[src/common/hwpe_params.svh]
// Bus widths and counts for the HWPE subsystem; include before using any HWPE_* macro
`ifndef HWPE_PARAMS_SVH
`define HWPE_PARAMS_SVH

// Data and address widths, addresses count words
`define HWPE_DW 32
`define HWPE_AW 16

// Configuration transaction id
`define HWPE_ID_W 4

// Cores that receive the done event
`define HWPE_N_CORES 4

// Engines behind the shared ports, and the select that picks one
`define HWPE_N_ENG 2
`define HWPE_SEL_W 1

// Job length in words
`define HWPE_LEN_W 8

`endif

[src/common/hwpe_pkg.sv]
// Shared types of the HWPE subsystem; modules import it with hwpe_pkg::* in their header
`include "hwpe_params.svh"

package hwpe_pkg;

  //////////////////////////////
  // Engine kinds
  //////////////////////////////

  // Value equals the select that addresses the engine
  typedef enum logic [`HWPE_SEL_W-1:0] {
    ENG_COPY = 1'b0,
    ENG_SUM  = 1'b1
  } hwpe_kind_e;

  // Phases common to both engines
  typedef enum logic [2:0] {
    ST_IDLE,
    ST_RD_REQ,
    ST_RD_WAIT,
    ST_WR_REQ,
    ST_DONE
  } eng_state_e;

  //////////////////////////////
  // Register map
  //////////////////////////////

  // Index from config address bits 3:2
  // REG_CMD triggers on write and reads back status
  typedef enum logic [1:0] {
    REG_SRC,
    REG_DST,
    REG_LEN,
    REG_CMD
  } reg_idx_e;

endpackage

[src/hw/hwpe_cfg_demux.sv]
// Config target demux; steers each request to the selected engine and returns its response
`include "hwpe_params.svh"

module hwpe_cfg_demux (
  input  logic                                     clk,
  input  logic                                     rst_i,
  input  logic [`HWPE_SEL_W-1:0]                   sel_i,
  // Outside target side
  input  logic                                     cfg_req_i,
  output logic                                     cfg_gnt_o,
  output logic                                     cfg_r_valid_o,
  output logic [`HWPE_DW-1:0]                      cfg_r_rdata_o,
  output logic [`HWPE_ID_W-1:0]                    cfg_r_id_o,
  // Per-engine register blocks
  output logic [`HWPE_N_ENG-1:0]                   eng_req_o,
  input  logic [`HWPE_N_ENG-1:0]                   eng_gnt_i,
  input  logic [`HWPE_N_ENG-1:0]                   eng_r_valid_i,
  input  logic [`HWPE_N_ENG-1:0][`HWPE_DW-1:0]     eng_r_rdata_i,
  input  logic [`HWPE_N_ENG-1:0][`HWPE_ID_W-1:0]   eng_r_id_i
);

  logic [`HWPE_N_ENG-1:0] sel_dec;
  logic [`HWPE_SEL_W-1:0] rsp_sel_q;

  always_comb begin
    sel_dec        = '0;
    sel_dec[sel_i] = 1'b1;
  end

  assign eng_req_o = sel_dec & {`HWPE_N_ENG{cfg_req_i}};
  assign cfg_gnt_o = eng_gnt_i[sel_i];

  // Remember who took the request, the response comes one cycle later
  always_ff @(posedge clk) begin
    if (rst_i) begin
      rsp_sel_q <= '0;
    end else if (cfg_req_i && cfg_gnt_o) begin
      rsp_sel_q <= sel_i;
    end
  end

  assign cfg_r_valid_o = eng_r_valid_i[rsp_sel_q];
  assign cfg_r_rdata_o = eng_r_rdata_i[rsp_sel_q];
  assign cfg_r_id_o    = eng_r_id_i[rsp_sel_q];

  // Only one register block may answer at a time
  a_one_rsp: assert property (@(posedge clk) disable iff (rst_i) $onehot0(eng_r_valid_i))
    else $error("several engines answered at once: %b", eng_r_valid_i);

endmodule

[src/hw/hwpe_ctrl_regs.sv]
// Job registers of one engine on the config bus; source, destination, length and command
`include "hwpe_params.svh"

module hwpe_ctrl_regs
  import hwpe_pkg::*;
(
  input  logic                     clk,
  input  logic                     rst_i,
  // Config target
  input  logic                     req_i,
  input  logic [`HWPE_AW-1:0]      add_i,
  input  logic                     wen_i,
  input  logic [`HWPE_DW/8-1:0]    be_i,
  input  logic [`HWPE_DW-1:0]      wdata_i,
  input  logic [`HWPE_ID_W-1:0]    id_i,
  output logic                     gnt_o,
  output logic                     r_valid_o,
  output logic [`HWPE_DW-1:0]      r_rdata_o,
  output logic [`HWPE_ID_W-1:0]    r_id_o,
  // Engine side
  input  logic                     busy_i,
  output logic                     start_o,
  output logic [`HWPE_AW-1:0]      src_o,
  output logic [`HWPE_AW-1:0]      dst_o,
  output logic [`HWPE_LEN_W-1:0]   len_o
);

  reg_idx_e                idx;
  logic                    wr_en;
  logic [`HWPE_DW-1:0]     be_mask;
  logic [`HWPE_DW-1:0]     src_ext;
  logic [`HWPE_DW-1:0]     dst_ext;
  logic [`HWPE_DW-1:0]     len_ext;
  logic [`HWPE_DW-1:0]     rd_val;

  // Keep the bytes not enabled and take the others from the bus
  function automatic logic [`HWPE_DW-1:0] merge_be(input logic [`HWPE_DW-1:0] old_val,
                                                   input logic [`HWPE_DW-1:0] new_val,
                                                   input logic [`HWPE_DW-1:0] mask);
    return (old_val & ~mask) | (new_val & mask);
  endfunction

  assign idx     = reg_idx_e'(add_i[3:2]);
  assign gnt_o   = req_i;
  assign wr_en   = req_i && !wen_i && !busy_i;
  assign start_o = wr_en && (idx == REG_CMD);

  always_comb begin
    for (int b = 0; b < `HWPE_DW/8; b++) begin
      be_mask[8*b +: 8] = {8{be_i[b]}};
    end
  end

  assign src_ext = {{(`HWPE_DW-`HWPE_AW){1'b0}}, src_o};
  assign dst_ext = {{(`HWPE_DW-`HWPE_AW){1'b0}}, dst_o};
  assign len_ext = {{(`HWPE_DW-`HWPE_LEN_W){1'b0}}, len_o};

  always_ff @(posedge clk) begin
    if (rst_i) begin
      src_o <= '0;
      dst_o <= '0;
      len_o <= '0;
    end else if (wr_en) begin
      case (idx)
        REG_SRC: src_o <= `HWPE_AW'(merge_be(src_ext, wdata_i, be_mask));
        REG_DST: dst_o <= `HWPE_AW'(merge_be(dst_ext, wdata_i, be_mask));
        REG_LEN: len_o <= `HWPE_LEN_W'(merge_be(len_ext, wdata_i, be_mask));
        default: ;
      endcase
    end
  end

  // Status word carries busy in bit 0
  always_comb begin
    case (idx)
      REG_SRC: rd_val = src_ext;
      REG_DST: rd_val = dst_ext;
      REG_LEN: rd_val = len_ext;
      default: rd_val = {{(`HWPE_DW-1){1'b0}}, busy_i};
    endcase
  end

  //////////////////////////////
  // Response one cycle later
  //////////////////////////////

  always_ff @(posedge clk) begin
    if (rst_i) begin
      r_valid_o <= 1'b0;
    end else begin
      r_valid_o <= req_i;
    end
  end

  always_ff @(posedge clk) begin
    if (req_i) begin
      r_id_o <= id_i;
    end
    if (req_i && wen_i) begin
      r_rdata_o <= rd_val;
    end
  end

endmodule

[src/hw/copy_engine/copy_engine.sv]
// Block-copy engine; for each word reads source plus k and writes it to destination plus k
`include "hwpe_params.svh"

module copy_engine
  import hwpe_pkg::*;
(
  input  logic                       clk,
  input  logic                       rst_i,
  input  logic                       en_i,
  // Job
  input  logic                       start_i,
  input  logic [`HWPE_AW-1:0]        src_i,
  input  logic [`HWPE_AW-1:0]        dst_i,
  input  logic [`HWPE_LEN_W-1:0]     len_i,
  // Memory initiator
  output logic                       mem_req_o,
  output logic [`HWPE_AW-1:0]        mem_add_o,
  output logic                       mem_wen_o,
  output logic [`HWPE_DW-1:0]        mem_wdata_o,
  input  logic                       mem_gnt_i,
  input  logic                       mem_r_valid_i,
  input  logic [`HWPE_DW-1:0]        mem_r_data_i,
  // Status
  output logic                       busy_o,
  output logic [`HWPE_N_CORES-1:0]   evt_o
);

  eng_state_e               state_q;
  logic [`HWPE_AW-1:0]      src_q;
  logic [`HWPE_AW-1:0]      dst_q;
  logic [`HWPE_AW-1:0]      offs;
  logic [`HWPE_LEN_W-1:0]   len_q;
  logic [`HWPE_LEN_W-1:0]   cnt_q;
  logic [`HWPE_DW-1:0]      data_q;
  logic                     last_word;

  assign offs      = {{(`HWPE_AW-`HWPE_LEN_W){1'b0}}, cnt_q};
  assign last_word = (cnt_q + 1'b1) == len_q;

  //////////////////////////////
  // FSM, frozen while disabled
  //////////////////////////////

  always_ff @(posedge clk) begin
    if (rst_i) begin
      state_q <= ST_IDLE;
      cnt_q   <= '0;
    end else if (en_i) begin
      case (state_q)
        ST_IDLE: begin
          if (start_i) begin
            cnt_q   <= '0;
            state_q <= (len_i == '0) ? ST_DONE : ST_RD_REQ;
          end
        end
        ST_RD_REQ: begin
          if (mem_gnt_i) state_q <= ST_RD_WAIT;
        end
        ST_RD_WAIT: begin
          if (mem_r_valid_i) state_q <= ST_WR_REQ;
        end
        ST_WR_REQ: begin
          if (mem_gnt_i) begin
            cnt_q   <= cnt_q + 1'b1;
            state_q <= last_word ? ST_DONE : ST_RD_REQ;
          end
        end
        default: state_q <= ST_IDLE;
      endcase
    end
  end

  // Job capture and the word in flight
  always_ff @(posedge clk) begin
    if (en_i && state_q == ST_IDLE && start_i) begin
      src_q <= src_i;
      dst_q <= dst_i;
      len_q <= len_i;
    end
    if (en_i && state_q == ST_RD_WAIT && mem_r_valid_i) begin
      data_q <= mem_r_data_i;
    end
  end

  assign mem_req_o   = en_i && (state_q == ST_RD_REQ || state_q == ST_WR_REQ);
  assign mem_wen_o   = (state_q == ST_RD_REQ);
  assign mem_add_o   = mem_wen_o ? src_q + offs : dst_q + offs;
  assign mem_wdata_o = data_q;

  assign busy_o = state_q inside {ST_RD_REQ, ST_RD_WAIT, ST_WR_REQ};
  assign evt_o  = {`HWPE_N_CORES{en_i && state_q == ST_DONE}};

  // A waiting request keeps its address and write data
  a_req_stable: assert property (@(posedge clk) disable iff (rst_i)
    mem_req_o && !mem_gnt_i ##1 en_i |->
      mem_req_o && $stable(mem_add_o) && $stable(mem_wen_o) &&
      (mem_wen_o || $stable(mem_wdata_o)))
    else $error("copy engine changed a pending memory request");

endmodule

[src/hw/sum_engine/sum_engine.sv]
// Block-sum engine; reads the source words, adds them modulo 2^32 and writes the total
`include "hwpe_params.svh"

module sum_engine
  import hwpe_pkg::*;
(
  input  logic                       clk,
  input  logic                       rst_i,
  input  logic                       en_i,
  // Job
  input  logic                       start_i,
  input  logic [`HWPE_AW-1:0]        src_i,
  input  logic [`HWPE_AW-1:0]        dst_i,
  input  logic [`HWPE_LEN_W-1:0]     len_i,
  // Memory initiator
  output logic                       mem_req_o,
  output logic [`HWPE_AW-1:0]        mem_add_o,
  output logic                       mem_wen_o,
  output logic [`HWPE_DW-1:0]        mem_wdata_o,
  input  logic                       mem_gnt_i,
  input  logic                       mem_r_valid_i,
  input  logic [`HWPE_DW-1:0]        mem_r_data_i,
  // Status
  output logic                       busy_o,
  output logic [`HWPE_N_CORES-1:0]   evt_o
);

  eng_state_e               state_q;
  logic [`HWPE_AW-1:0]      src_q;
  logic [`HWPE_AW-1:0]      dst_q;
  logic [`HWPE_LEN_W-1:0]   len_q;
  logic [`HWPE_LEN_W-1:0]   cnt_q;
  logic [`HWPE_DW-1:0]      acc_q;
  logic                     last_word;

  assign last_word = (cnt_q + 1'b1) == len_q;

  //////////////////////////////
  // FSM, frozen while disabled
  //////////////////////////////

  always_ff @(posedge clk) begin
    if (rst_i) begin
      state_q <= ST_IDLE;
      cnt_q   <= '0;
    end else if (en_i) begin
      case (state_q)
        ST_IDLE: begin
          if (start_i) begin
            cnt_q   <= '0;
            // Empty job still writes a zero total
            state_q <= (len_i == '0) ? ST_WR_REQ : ST_RD_REQ;
          end
        end
        ST_RD_REQ: begin
          if (mem_gnt_i) state_q <= ST_RD_WAIT;
        end
        ST_RD_WAIT: begin
          if (mem_r_valid_i) begin
            cnt_q   <= cnt_q + 1'b1;
            state_q <= last_word ? ST_WR_REQ : ST_RD_REQ;
          end
        end
        ST_WR_REQ: begin
          if (mem_gnt_i) state_q <= ST_DONE;
        end
        default: state_q <= ST_IDLE;
      endcase
    end
  end

  // Job capture and running total
  always_ff @(posedge clk) begin
    if (en_i && state_q == ST_IDLE && start_i) begin
      src_q <= src_i;
      dst_q <= dst_i;
      len_q <= len_i;
      acc_q <= '0;
    end else if (en_i && state_q == ST_RD_WAIT && mem_r_valid_i) begin
      acc_q <= acc_q + mem_r_data_i;
    end
  end

  assign mem_req_o   = en_i && (state_q == ST_RD_REQ || state_q == ST_WR_REQ);
  assign mem_wen_o   = (state_q == ST_RD_REQ);
  assign mem_add_o   = mem_wen_o ? src_q + {{(`HWPE_AW-`HWPE_LEN_W){1'b0}}, cnt_q} : dst_q;
  assign mem_wdata_o = acc_q;

  assign busy_o = state_q inside {ST_RD_REQ, ST_RD_WAIT, ST_WR_REQ};
  assign evt_o  = {`HWPE_N_CORES{en_i && state_q == ST_DONE}};

  // A waiting request keeps its address and write data
  a_req_stable: assert property (@(posedge clk) disable iff (rst_i)
    mem_req_o && !mem_gnt_i ##1 en_i |->
      mem_req_o && $stable(mem_add_o) && $stable(mem_wen_o) &&
      (mem_wen_o || $stable(mem_wdata_o)))
    else $error("sum engine changed a pending memory request");

endmodule

[src/hw/hwpe_mem_mux.sv]
// Static memory port mux; forwards the selected engine and routes its busy flag and events
`include "hwpe_params.svh"

module hwpe_mem_mux
  import hwpe_pkg::*;
(
  input  logic                                      clk,
  input  logic [`HWPE_SEL_W-1:0]                    sel_i,
  // Engine side
  input  logic [`HWPE_N_ENG-1:0]                    eng_req_i,
  input  logic [`HWPE_N_ENG-1:0][`HWPE_AW-1:0]      eng_add_i,
  input  logic [`HWPE_N_ENG-1:0]                    eng_wen_i,
  input  logic [`HWPE_N_ENG-1:0][`HWPE_DW-1:0]      eng_wdata_i,
  output logic [`HWPE_N_ENG-1:0]                    eng_gnt_o,
  output logic [`HWPE_N_ENG-1:0]                    eng_r_valid_o,
  // Outside memory port
  output logic                                      mem_req_o,
  output logic [`HWPE_AW-1:0]                       mem_add_o,
  output logic                                      mem_wen_o,
  output logic [`HWPE_DW-1:0]                       mem_wdata_o,
  input  logic                                      mem_gnt_i,
  input  logic                                      mem_r_valid_i,
  // Status
  input  logic [`HWPE_N_ENG-1:0]                    busy_i,
  input  logic [`HWPE_N_ENG-1:0][`HWPE_N_CORES-1:0] evt_i,
  output logic                                      busy_o,
  output logic [`HWPE_N_CORES-1:0]                  evt_o
);

  hwpe_kind_e sel_kind;

  assign sel_kind = hwpe_kind_e'(sel_i);

  assign mem_req_o   = eng_req_i[sel_kind];
  assign mem_add_o   = eng_add_i[sel_kind];
  assign mem_wen_o   = eng_wen_i[sel_kind];
  assign mem_wdata_o = eng_wdata_i[sel_kind];

  // Unselected engines never see a grant or read data strobe
  always_comb begin
    eng_gnt_o               = '0;
    eng_r_valid_o           = '0;
    eng_gnt_o[sel_kind]     = mem_gnt_i;
    eng_r_valid_o[sel_kind] = mem_r_valid_i;
  end

  assign busy_o = busy_i[sel_kind];
  assign evt_o  = evt_i[sel_kind];

  a_gnt_needs_req: assert property (@(posedge clk) mem_gnt_i |-> mem_req_o)
    else $error("memory grant without request, engine %s", sel_kind.name());

endmodule

[src/hw/hwpe_subsystem.sv]
// HWPE subsystem top; copy and sum engines behind one config target and one memory port
`include "hwpe_params.svh"

module hwpe_subsystem
  import hwpe_pkg::*;
(
  input  logic                       clk,
  input  logic                       rst_i,
  input  logic                       hwpe_en_i,
  input  logic [`HWPE_SEL_W-1:0]     hwpe_sel_i,
  // Configuration target
  input  logic                       cfg_req_i,
  input  logic [`HWPE_AW-1:0]        cfg_add_i,
  input  logic                       cfg_wen_i,
  input  logic [`HWPE_DW/8-1:0]      cfg_be_i,
  input  logic [`HWPE_DW-1:0]        cfg_wdata_i,
  input  logic [`HWPE_ID_W-1:0]      cfg_id_i,
  output logic                       cfg_gnt_o,
  output logic                       cfg_r_valid_o,
  output logic [`HWPE_DW-1:0]        cfg_r_rdata_o,
  output logic [`HWPE_ID_W-1:0]      cfg_r_id_o,
  // Memory initiator
  output logic                       mem_req_o,
  output logic [`HWPE_AW-1:0]        mem_add_o,
  output logic                       mem_wen_o,
  output logic [`HWPE_DW-1:0]        mem_wdata_o,
  input  logic                       mem_gnt_i,
  input  logic                       mem_r_valid_i,
  input  logic [`HWPE_DW-1:0]        mem_r_data_i,
  // Status
  output logic                       busy_o,
  output logic [`HWPE_N_CORES-1:0]   evt_o
);

  logic [`HWPE_N_ENG-1:0]                      eng_en;
  logic [`HWPE_N_ENG-1:0]                      reg_req;
  logic [`HWPE_N_ENG-1:0]                      reg_gnt;
  logic [`HWPE_N_ENG-1:0]                      reg_r_valid;
  logic [`HWPE_N_ENG-1:0][`HWPE_DW-1:0]        reg_r_rdata;
  logic [`HWPE_N_ENG-1:0][`HWPE_ID_W-1:0]      reg_r_id;
  logic [`HWPE_N_ENG-1:0]                      job_start;
  logic [`HWPE_N_ENG-1:0][`HWPE_AW-1:0]        job_src;
  logic [`HWPE_N_ENG-1:0][`HWPE_AW-1:0]        job_dst;
  logic [`HWPE_N_ENG-1:0][`HWPE_LEN_W-1:0]     job_len;
  logic [`HWPE_N_ENG-1:0]                      m_req;
  logic [`HWPE_N_ENG-1:0][`HWPE_AW-1:0]        m_add;
  logic [`HWPE_N_ENG-1:0]                      m_wen;
  logic [`HWPE_N_ENG-1:0][`HWPE_DW-1:0]        m_wdata;
  logic [`HWPE_N_ENG-1:0]                      m_gnt;
  logic [`HWPE_N_ENG-1:0]                      m_r_valid;
  logic [`HWPE_N_ENG-1:0]                      busy;
  logic [`HWPE_N_ENG-1:0][`HWPE_N_CORES-1:0]   evt;

  //////////////////////////////
  // Config side
  //////////////////////////////

  hwpe_cfg_demux i_cfg_demux (
    .clk           ( clk           ),
    .rst_i         ( rst_i         ),
    .sel_i         ( hwpe_sel_i    ),
    .cfg_req_i     ( cfg_req_i     ),
    .cfg_gnt_o     ( cfg_gnt_o     ),
    .cfg_r_valid_o ( cfg_r_valid_o ),
    .cfg_r_rdata_o ( cfg_r_rdata_o ),
    .cfg_r_id_o    ( cfg_r_id_o    ),
    .eng_req_o     ( reg_req       ),
    .eng_gnt_i     ( reg_gnt       ),
    .eng_r_valid_i ( reg_r_valid   ),
    .eng_r_rdata_i ( reg_r_rdata   ),
    .eng_r_id_i    ( reg_r_id      )
  );

  for (genvar i = 0; i < `HWPE_N_ENG; i++) begin : gen_eng
    localparam hwpe_kind_e eng_kind = hwpe_kind_e'(i);

    // Engine advances only while enabled and selected
    assign eng_en[i] = hwpe_en_i && (hwpe_sel_i == eng_kind);

    // Registers run on the free clock so config works while disabled
    hwpe_ctrl_regs i_regs (
      .clk       ( clk            ),
      .rst_i     ( rst_i          ),
      .req_i     ( reg_req[i]     ),
      .add_i     ( cfg_add_i      ),
      .wen_i     ( cfg_wen_i      ),
      .be_i      ( cfg_be_i       ),
      .wdata_i   ( cfg_wdata_i    ),
      .id_i      ( cfg_id_i       ),
      .gnt_o     ( reg_gnt[i]     ),
      .r_valid_o ( reg_r_valid[i] ),
      .r_rdata_o ( reg_r_rdata[i] ),
      .r_id_o    ( reg_r_id[i]    ),
      .busy_i    ( busy[i]        ),
      .start_o   ( job_start[i]   ),
      .src_o     ( job_src[i]     ),
      .dst_o     ( job_dst[i]     ),
      .len_o     ( job_len[i]     )
    );

    if (eng_kind == ENG_COPY) begin : gen_copy
      copy_engine i_copy (
        .clk ( clk ), .rst_i ( rst_i ), .en_i ( eng_en[i] ),
        .start_i       ( job_start[i] ),
        .src_i         ( job_src[i]   ),
        .dst_i         ( job_dst[i]   ),
        .len_i         ( job_len[i]   ),
        .mem_req_o     ( m_req[i]     ),
        .mem_add_o     ( m_add[i]     ),
        .mem_wen_o     ( m_wen[i]     ),
        .mem_wdata_o   ( m_wdata[i]   ),
        .mem_gnt_i     ( m_gnt[i]     ),
        .mem_r_valid_i ( m_r_valid[i] ),
        .mem_r_data_i  ( mem_r_data_i ),
        .busy_o        ( busy[i]      ),
        .evt_o         ( evt[i]       )
      );
    end else begin : gen_sum
      sum_engine i_sum (
        .clk ( clk ), .rst_i ( rst_i ), .en_i ( eng_en[i] ),
        .start_i       ( job_start[i] ),
        .src_i         ( job_src[i]   ),
        .dst_i         ( job_dst[i]   ),
        .len_i         ( job_len[i]   ),
        .mem_req_o     ( m_req[i]     ),
        .mem_add_o     ( m_add[i]     ),
        .mem_wen_o     ( m_wen[i]     ),
        .mem_wdata_o   ( m_wdata[i]   ),
        .mem_gnt_i     ( m_gnt[i]     ),
        .mem_r_valid_i ( m_r_valid[i] ),
        .mem_r_data_i  ( mem_r_data_i ),
        .busy_o        ( busy[i]      ),
        .evt_o         ( evt[i]       )
      );
    end
  end

  //////////////////////////////
  // Memory side
  //////////////////////////////

  hwpe_mem_mux i_mem_mux (
    .clk           ( clk           ),
    .sel_i         ( hwpe_sel_i    ),
    .eng_req_i     ( m_req         ),
    .eng_add_i     ( m_add         ),
    .eng_wen_i     ( m_wen         ),
    .eng_wdata_i   ( m_wdata       ),
    .eng_gnt_o     ( m_gnt         ),
    .eng_r_valid_o ( m_r_valid     ),
    .mem_req_o     ( mem_req_o     ),
    .mem_add_o     ( mem_add_o     ),
    .mem_wen_o     ( mem_wen_o     ),
    .mem_wdata_o   ( mem_wdata_o   ),
    .mem_gnt_i     ( mem_gnt_i     ),
    .mem_r_valid_i ( mem_r_valid_i ),
    .busy_i        ( busy          ),
    .evt_i         ( evt           ),
    .busy_o        ( busy_o        ),
    .evt_o         ( evt_o         )
  );

endmodule

[config.mk]
export PLATFORM = sky130hd
export DESIGN_NAME = hwpe_subsystem
export DESIGN_NICKNAME = d
export VERILOG_FILES = /design/src/common/hwpe_pkg.sv /design/src/hw/hwpe_cfg_demux.sv /design/src/hw/hwpe_ctrl_regs.sv /design/src/hw/copy_engine/copy_engine.sv /design/src/hw/sum_engine/sum_engine.sv /design/src/hw/hwpe_mem_mux.sv /design/src/hw/hwpe_subsystem.sv
export VERILOG_INCLUDE_DIRS = /design/src /design/src/common
export SDC_FILE = /design/constraint.sdc
export NUM_CORES = 1
export LEC_CHECK = 0
export ABC_CLOCK_PERIOD_IN_PS = 5800
export BUFFER_PORTS_ARGS = -buffer_cell sky130_fd_sc_hd__buf_2
export CAP_MARGIN = 20
export CORE_ASPECT_RATIO = 1.4
export CORE_MARGIN = 2
export CORE_UTILIZATION = 58
export CTS_CLUSTER_SIZE = 24
export DETAILED_ROUTE_END_ITERATION = 7
export GPL_TIMING_DRIVEN = 0
export PLACE_DENSITY_LB_ADDON = 0.2
export SLEW_MARGIN = 20
export SYNTH_ARGS = -nofsm -noshare
export SYNTH_HDL_FRONTEND = slang
export SYNTH_SLANG_ARGS = --single-unit
[constraint.sdc]
create_clock -name clk -period 5.8 [get_ports clk]
set_input_delay 0.87 -clock clk [delete_from_list [all_inputs] [get_ports clk]]
set_output_delay 0.87 -clock clk [all_outputs]
set_load 0.05 [all_outputs]
Yosys cells after proc, flatten, opt, wreduce, memory -nomap -nowiden --
Index checks and enable logic that the tools add are counted.
Storage, ports and cells: register bits 321, bits in latches 0, bits in writable memories 0, memory bits (read-only) 0, input bits 96, output and inout bits 93, word-level logic and storage cells 167, memories kept 0
Operators by class: add/subtract/negate cells 6, $mul 0, divide/modulo/power cells 0, order comparisons 3, equal/unequal tests 21, shifts and indexed selects 0, multiplexer cells 46, bitwise logic cells 18, reduce and logical (&&, ||, !) cells 48
Operators with widths (number):
- 32-bit 2-to-1 mux | 4
- 16-bit case mux with 3 select lines | 2
- 16-bit AND | 5
- 16-bit 2-to-1 mux | 4
- 16-bit bitwise OR | 4
- 16-bit by 8-bit adder with 16-bit output | 3
- 32-bit adder | 1
- 8-bit 2-to-1 mux | 4
- 8-bit case mux with 2 select lines | 2
- 3-bit 2-to-1 mux | 10
- 1-bit logical AND | 24
- 3-bit case mux with 4 select lines | 2
- 8-bit by 1-bit adder with 8-bit output, second input constant | 2
- 8-bit AND | 2
- 8-bit equality test | 2
- 8-bit logical NOT | 2
- 4-bit 2-to-1 mux | 4
- 16-bit NOT | 1
- 8-bit bitwise OR | 2
- 3-bit by 2-bit equality test with 1-bit output, second input constant | 4
- 2-bit AND reduction | 6
- 1-bit 2-to-1 mux | 11
- 2-bit by 1-bit inequality test with 1-bit output, second input constant | 5
- 5-bit AND reduction | 2
- 18 further kinds | 34

Depth between registers and ports, before layout --
depth after elaboration 10, depth in mapped cells 16, mapped depth without buffers 13

Hierarchy --
A second synthesis with hierarchy kept.
Unflattened totals: cells, all modules 1531, area total of the unflattened synthesis 16097.9 um^2
Modules (own cells, without submodules):
- hwpe_ctrl_regs | instances 2, cells each 241, area each 2765.2 um^2, seq. area each 1421.4 um^2
- sum_engine | instances 1, cells each 598, area each 5288.8 um^2, seq. area each 2062.0 um^2
- copy_engine | instances 1, cells each 335, area each 4025.1 um^2, seq. area each 2382.3 um^2
- hwpe_mem_mux | instances 1, cells each 66, area each 720.7 um^2, seq. area each 0.0 um^2
- hwpe_cfg_demux | instances 1, cells each 48, area each 516.7 um^2, seq. area each 20.0 um^2
- hwpe_subsystem | instances 1, cells each 2, area each 16.3 um^2, seq. area each 0.0 um^2

Worst setup path after synthesis --
Ideal clock, no wire load.
path kind register to output, from register gen_eng[0].gen_copy.i_copy.state_q[0], to output port mem_add_o[12], data arrival time 4.652 ns, required time 4.930 ns, slack 0.278 ns, cell stages (with the launch flop) 17, path buffers 3, cell sequence dfxtp_1 buf_2 nor3b_2 buf_2 buf_1 mux2_2 ha_1 fa_1 a21o_1 a21oi_1 o21ai_0 a21o_1 a21oi_1 nor2_1 xor2_1 mux2i_1 o21ai_0
On the way: longest elaborated chain between the ends 4
Ends and longest elaborated chain:
- from (decl) | RTL line copy_engine.sv:28 | eng_state_e state_q;
- from (signal assigned) | RTL line copy_engine.sv:53 | state_q <= (len_i == '0) ? ST_DONE : ST_RD_REQ;
- from (signal assigned) | RTL line copy_engine.sv:65 | state_q <= last_word ? ST_DONE : ST_RD_REQ;
- 3-bit by 1-bit equality test with 1-bit output | RTL line copy_engine.sv:86 | assign mem_wen_o = (state_q == ST_RD_REQ);
- 16-bit 2-to-1 mux | RTL line copy_engine.sv:87 | assign mem_add_o = mem_wen_o ? src_q + offs : dst_q + offs;
- 16-bit 2-to-1 mux (implied by the code) (2 in a row) | RTL line hwpe_mem_mux.sv:35 | assign mem_add_o = eng_add_i[sel_kind];
- to (decl) | RTL line hwpe_subsystem.sv:24 | output logic [`HWPE_AW-1:0] mem_add_o,
Every way passes these cells. The select of a mux whose other input is x is not followed.

Worst setup path after layout --
Ends and elaborated chain as after synthesis.

==> metrics <==
initial antenna violation count 0; largest net degree at the start of global routing 50; CTS sink cnt between 200 and 300; Ports 189; flop-to-flop setup slack 2740 ps; area of the multi-input gates slightly below 7000 µm²; TritonRoute pass-1 iters 5; max-cap violations 0; Main synth FF type edfxtp_1; Die ar. roughly 26,000 µm²; Setup crit end kind output port; Clk Latency, worst-skew pair 540 ps; root buffer cell clkbuf_16; Post-Route WL 35,900 µm; Die X 137 µm; Pins Over Slew Limit 0; first-pass GRT wire length roughly 55,000 µm; setup ws final about 220 ps; final hold violation count 0; Antenna Cells 0; maximum clock insertion buffer count 3; EDFF count, synth between 150 and 200; Worst Clk Skew approximately 16 ps; Tot GR Track Use 0.273; Least-Margin Pin Slew 916 ps; post-DP HPWL between 20,000 and 30,000 µm; synth unique cells 71; static leakage ~7 nW; Mapped Cells 1,364; Switching Share 0.249; Slowest-stage cell, CP fa_1; Pwr Total between 4 and 5 mW; Die Y 191 µm; WP data required roughly 4900 ps; hold depth 0; register bit total from synthesis between 200 and 300; total CTS buffers 27; Vias around 11k; Avg Cell Area, Syn roughly 11 µm²; final period utilization 0.962; WP data arrival 4710 ps; YS warnings 0; slowest stage delay, CP 410 ps; grt total ovfl 0; pre-CTS worst setup slack -320 ps; outcome finished clean; H-tree depth 1; Comb pwr share 0.113; Synth top cells by count 178 x nor2_1, 152 x edfxtp_1, 137 x dfxtp_1; FP Rows 68; P_int 3.44 mW; asr flop ratio synth 0; sequential share of the synthesized area 0.506; Area Overhead vs Synth 14.7%; Critical path origin gen_eng[0].gen_copy.i_copy.state_q[0]$_SDFFE_PP0P_; Initial Util 0.587; CORE AREA about 25,000 µm²; Setup violations, final 0; hold endpoint gen_eng[0].gen_copy.i_copy.src_q[0]$_DFFE_PP_; RSZ-0062 raised after global routing false; CP cell instances buf_2, nor3b_4, buf_4, buf_6, mux2_2, ha_1, fa_1, a21o_1, a21oi_1, o21ai_0, a21o_1, a21oi_2, nor2_1, xor2_1, mux2i_1, o21ai_0, buf_2; hold_buf cts 0; Max FO, Critical Path 19; HP Class flip-flop to flip-flop; number of antenna-violating nets in the routed design 0; Critical R2R Launch gen_eng[0].gen_copy.i_copy.state_q[1]$_SDFFE_PP0P_; Via density between 5 and 6; Synth area leaders edfxtp_1 32%, dfxtp_1 19%, mux2i_1 8.3%; register area 7310 µm²; pwr/cell area 277 nW/µm²; CP delay by family, top compound AO/OA/AOI/OAI gates; DR iter-0 viols 624; relative slew slack 0.385; Buf/Inv on CP 4; IO Port Bufs ~140; vias in the first global route 10.7k; depth of the most critical reg-to-reg path 7; Synth area leader edfxtp_1; Flop pwr share 0.479; Clock transition at path regs about 70 ps; drt drc 0; power share of the clock group 0.408; wire per inst 19.1 µm; f_max ~0.18 GHz; Placer Congestion a little over 0.9; Crit Path Class flip-flop to output port; cell with the most instances after synthesis nor2_1; Period minus WS final between 5000 and 6000 ps; post-synth top area share 0.316; worst vdd ir around 280 µV; Total Nets Final roughly 1.7k; CTS tree yes; crit start category flip-flop; cell area after synthesis 14,400 µm²; fraction of layout cells with a size suffix above 1 0.192; fillers between 1.5k and 2k; switching pwr between 1 and 1.5 mW
logic make-up (layout without fill, tap and decap cells):
logic type      Yosys count  in the layout  synth area share
flops                   289            289             0.506
simple gates            411            411             0.125
compound gates          251            251             0.110
buf+inv                 103            290            0.0331
other cells               1             16          0.000260
fa+ha+maj                53             53            0.0475
xor+xnor                 72             72            0.0437
mux                     184            184             0.135
layout make-up:
| type | instances | share of cell area |
|---|---|---|
| Buffer | 75 | 0.0231 |
| Clock buffer | 31 | 0.0423 |
| Clock inverter | 18 | 0.0141 |
| Inverter | 27 | 0.00612 |
| Multi-Input combinational cell | 987 | 0.406 |
| Sequential cell | 289 | 0.441 |
| Tap cell | 315 | 0.0238 |
| Timing Repair Buffer | 139 | 0.0432 |
power by group through the flow:
stage               Combinational [mW]  Clock (mW)  Sequential [mW]
finish                           0.517        1.87             2.20
global placement                 0.504           0             2.24
floorplan                        0.394           0             2.23
detailed placement               0.511           0             2.24
global route                     0.557        1.96             2.20
CTS                              0.515        1.90             2.20
routing by layer:
| metal | up-vias | global-route usage | share of wire |
|---|---|---|---|
| met5 | - | 0 | 0 |
| met4 | 0 | 0.116 | 0.044 |
| met3 | 98 | 0.0340 | 0.056 |
| met2 | 379 | 0.501 | 0.52 |
| met1 | 5146 | 0.314 | 0.38 |
| li1 | 5239 | - | - |
how the worst max path moves through the flow:
stage | slack, ps | to | cells past startpoint
after global routing | 60 | mem_add_o[12] | 17
after detailed placement | -320 | mem_add_o[12] | 17
after global placement | -230 | mem_add_o[12] | 17
after floorplan | 280 | mem_add_o[12] | 16
after CTS | 30 | mem_add_o[12] | 16
final | 220 | mem_add_o[12] | 17
cell usage in the layout (no fill, tap or decap), drive strengths merged, types with 8 or more instances in the layout:
cell type / netlist / layout
a211oi: 12 / 12
a21o: 19 / 19
a21oi: 89 / 89
a31oi: 10 / 10
and2: 9 / 9
and3: 15 / 15
buf: 33 / 171
clkbuf: 42 / 73
conb: 1 / 16
dfxtp: 137 / 137
edfxtp: 152 / 152
ha: 50 / 50
inv: 27 / 30
mux2: 62 / 62
mux2i: 120 / 120
nand2: 116 / 116
nand3: 27 / 27
nor2: 179 / 179
nor2b: 11 / 11
nor3: 21 / 21
o211ai: 8 / 8
o21a: 9 / 9
o21ai: 56 / 56
o22ai: 13 / 13
xnor2: 43 / 43
xor2: 29 / 29
per-stage QoR:
stage | hold WS (ps) | instances | TNS, ps | instance area, µm² | util
2_1_floorplan | 425 | 1379 | 0 | 14500 | -
3_3_place_gp | 437 | 1830 | -667 | 15600 | 0.633
3_5_place_dp | 442 | 1831 | -931 | 15600 | 0.634
4_1_cts | 454 | 1879 | 0 | 16500 | 0.673
5_1_grt | 466 | 1881 | 0 | 16600 | 0.673
6_report | 449 | 1881 | 0 | 16600 | 0.673
what timing repair did:
item                                    4_1_cts  5_1_grt
setup buffers                                 0        2
pin swaps                                     0        0
gates resized for setup                       3        1
endpoints found under the setup margin       10        3
Power figures use the tool's default switching activity.
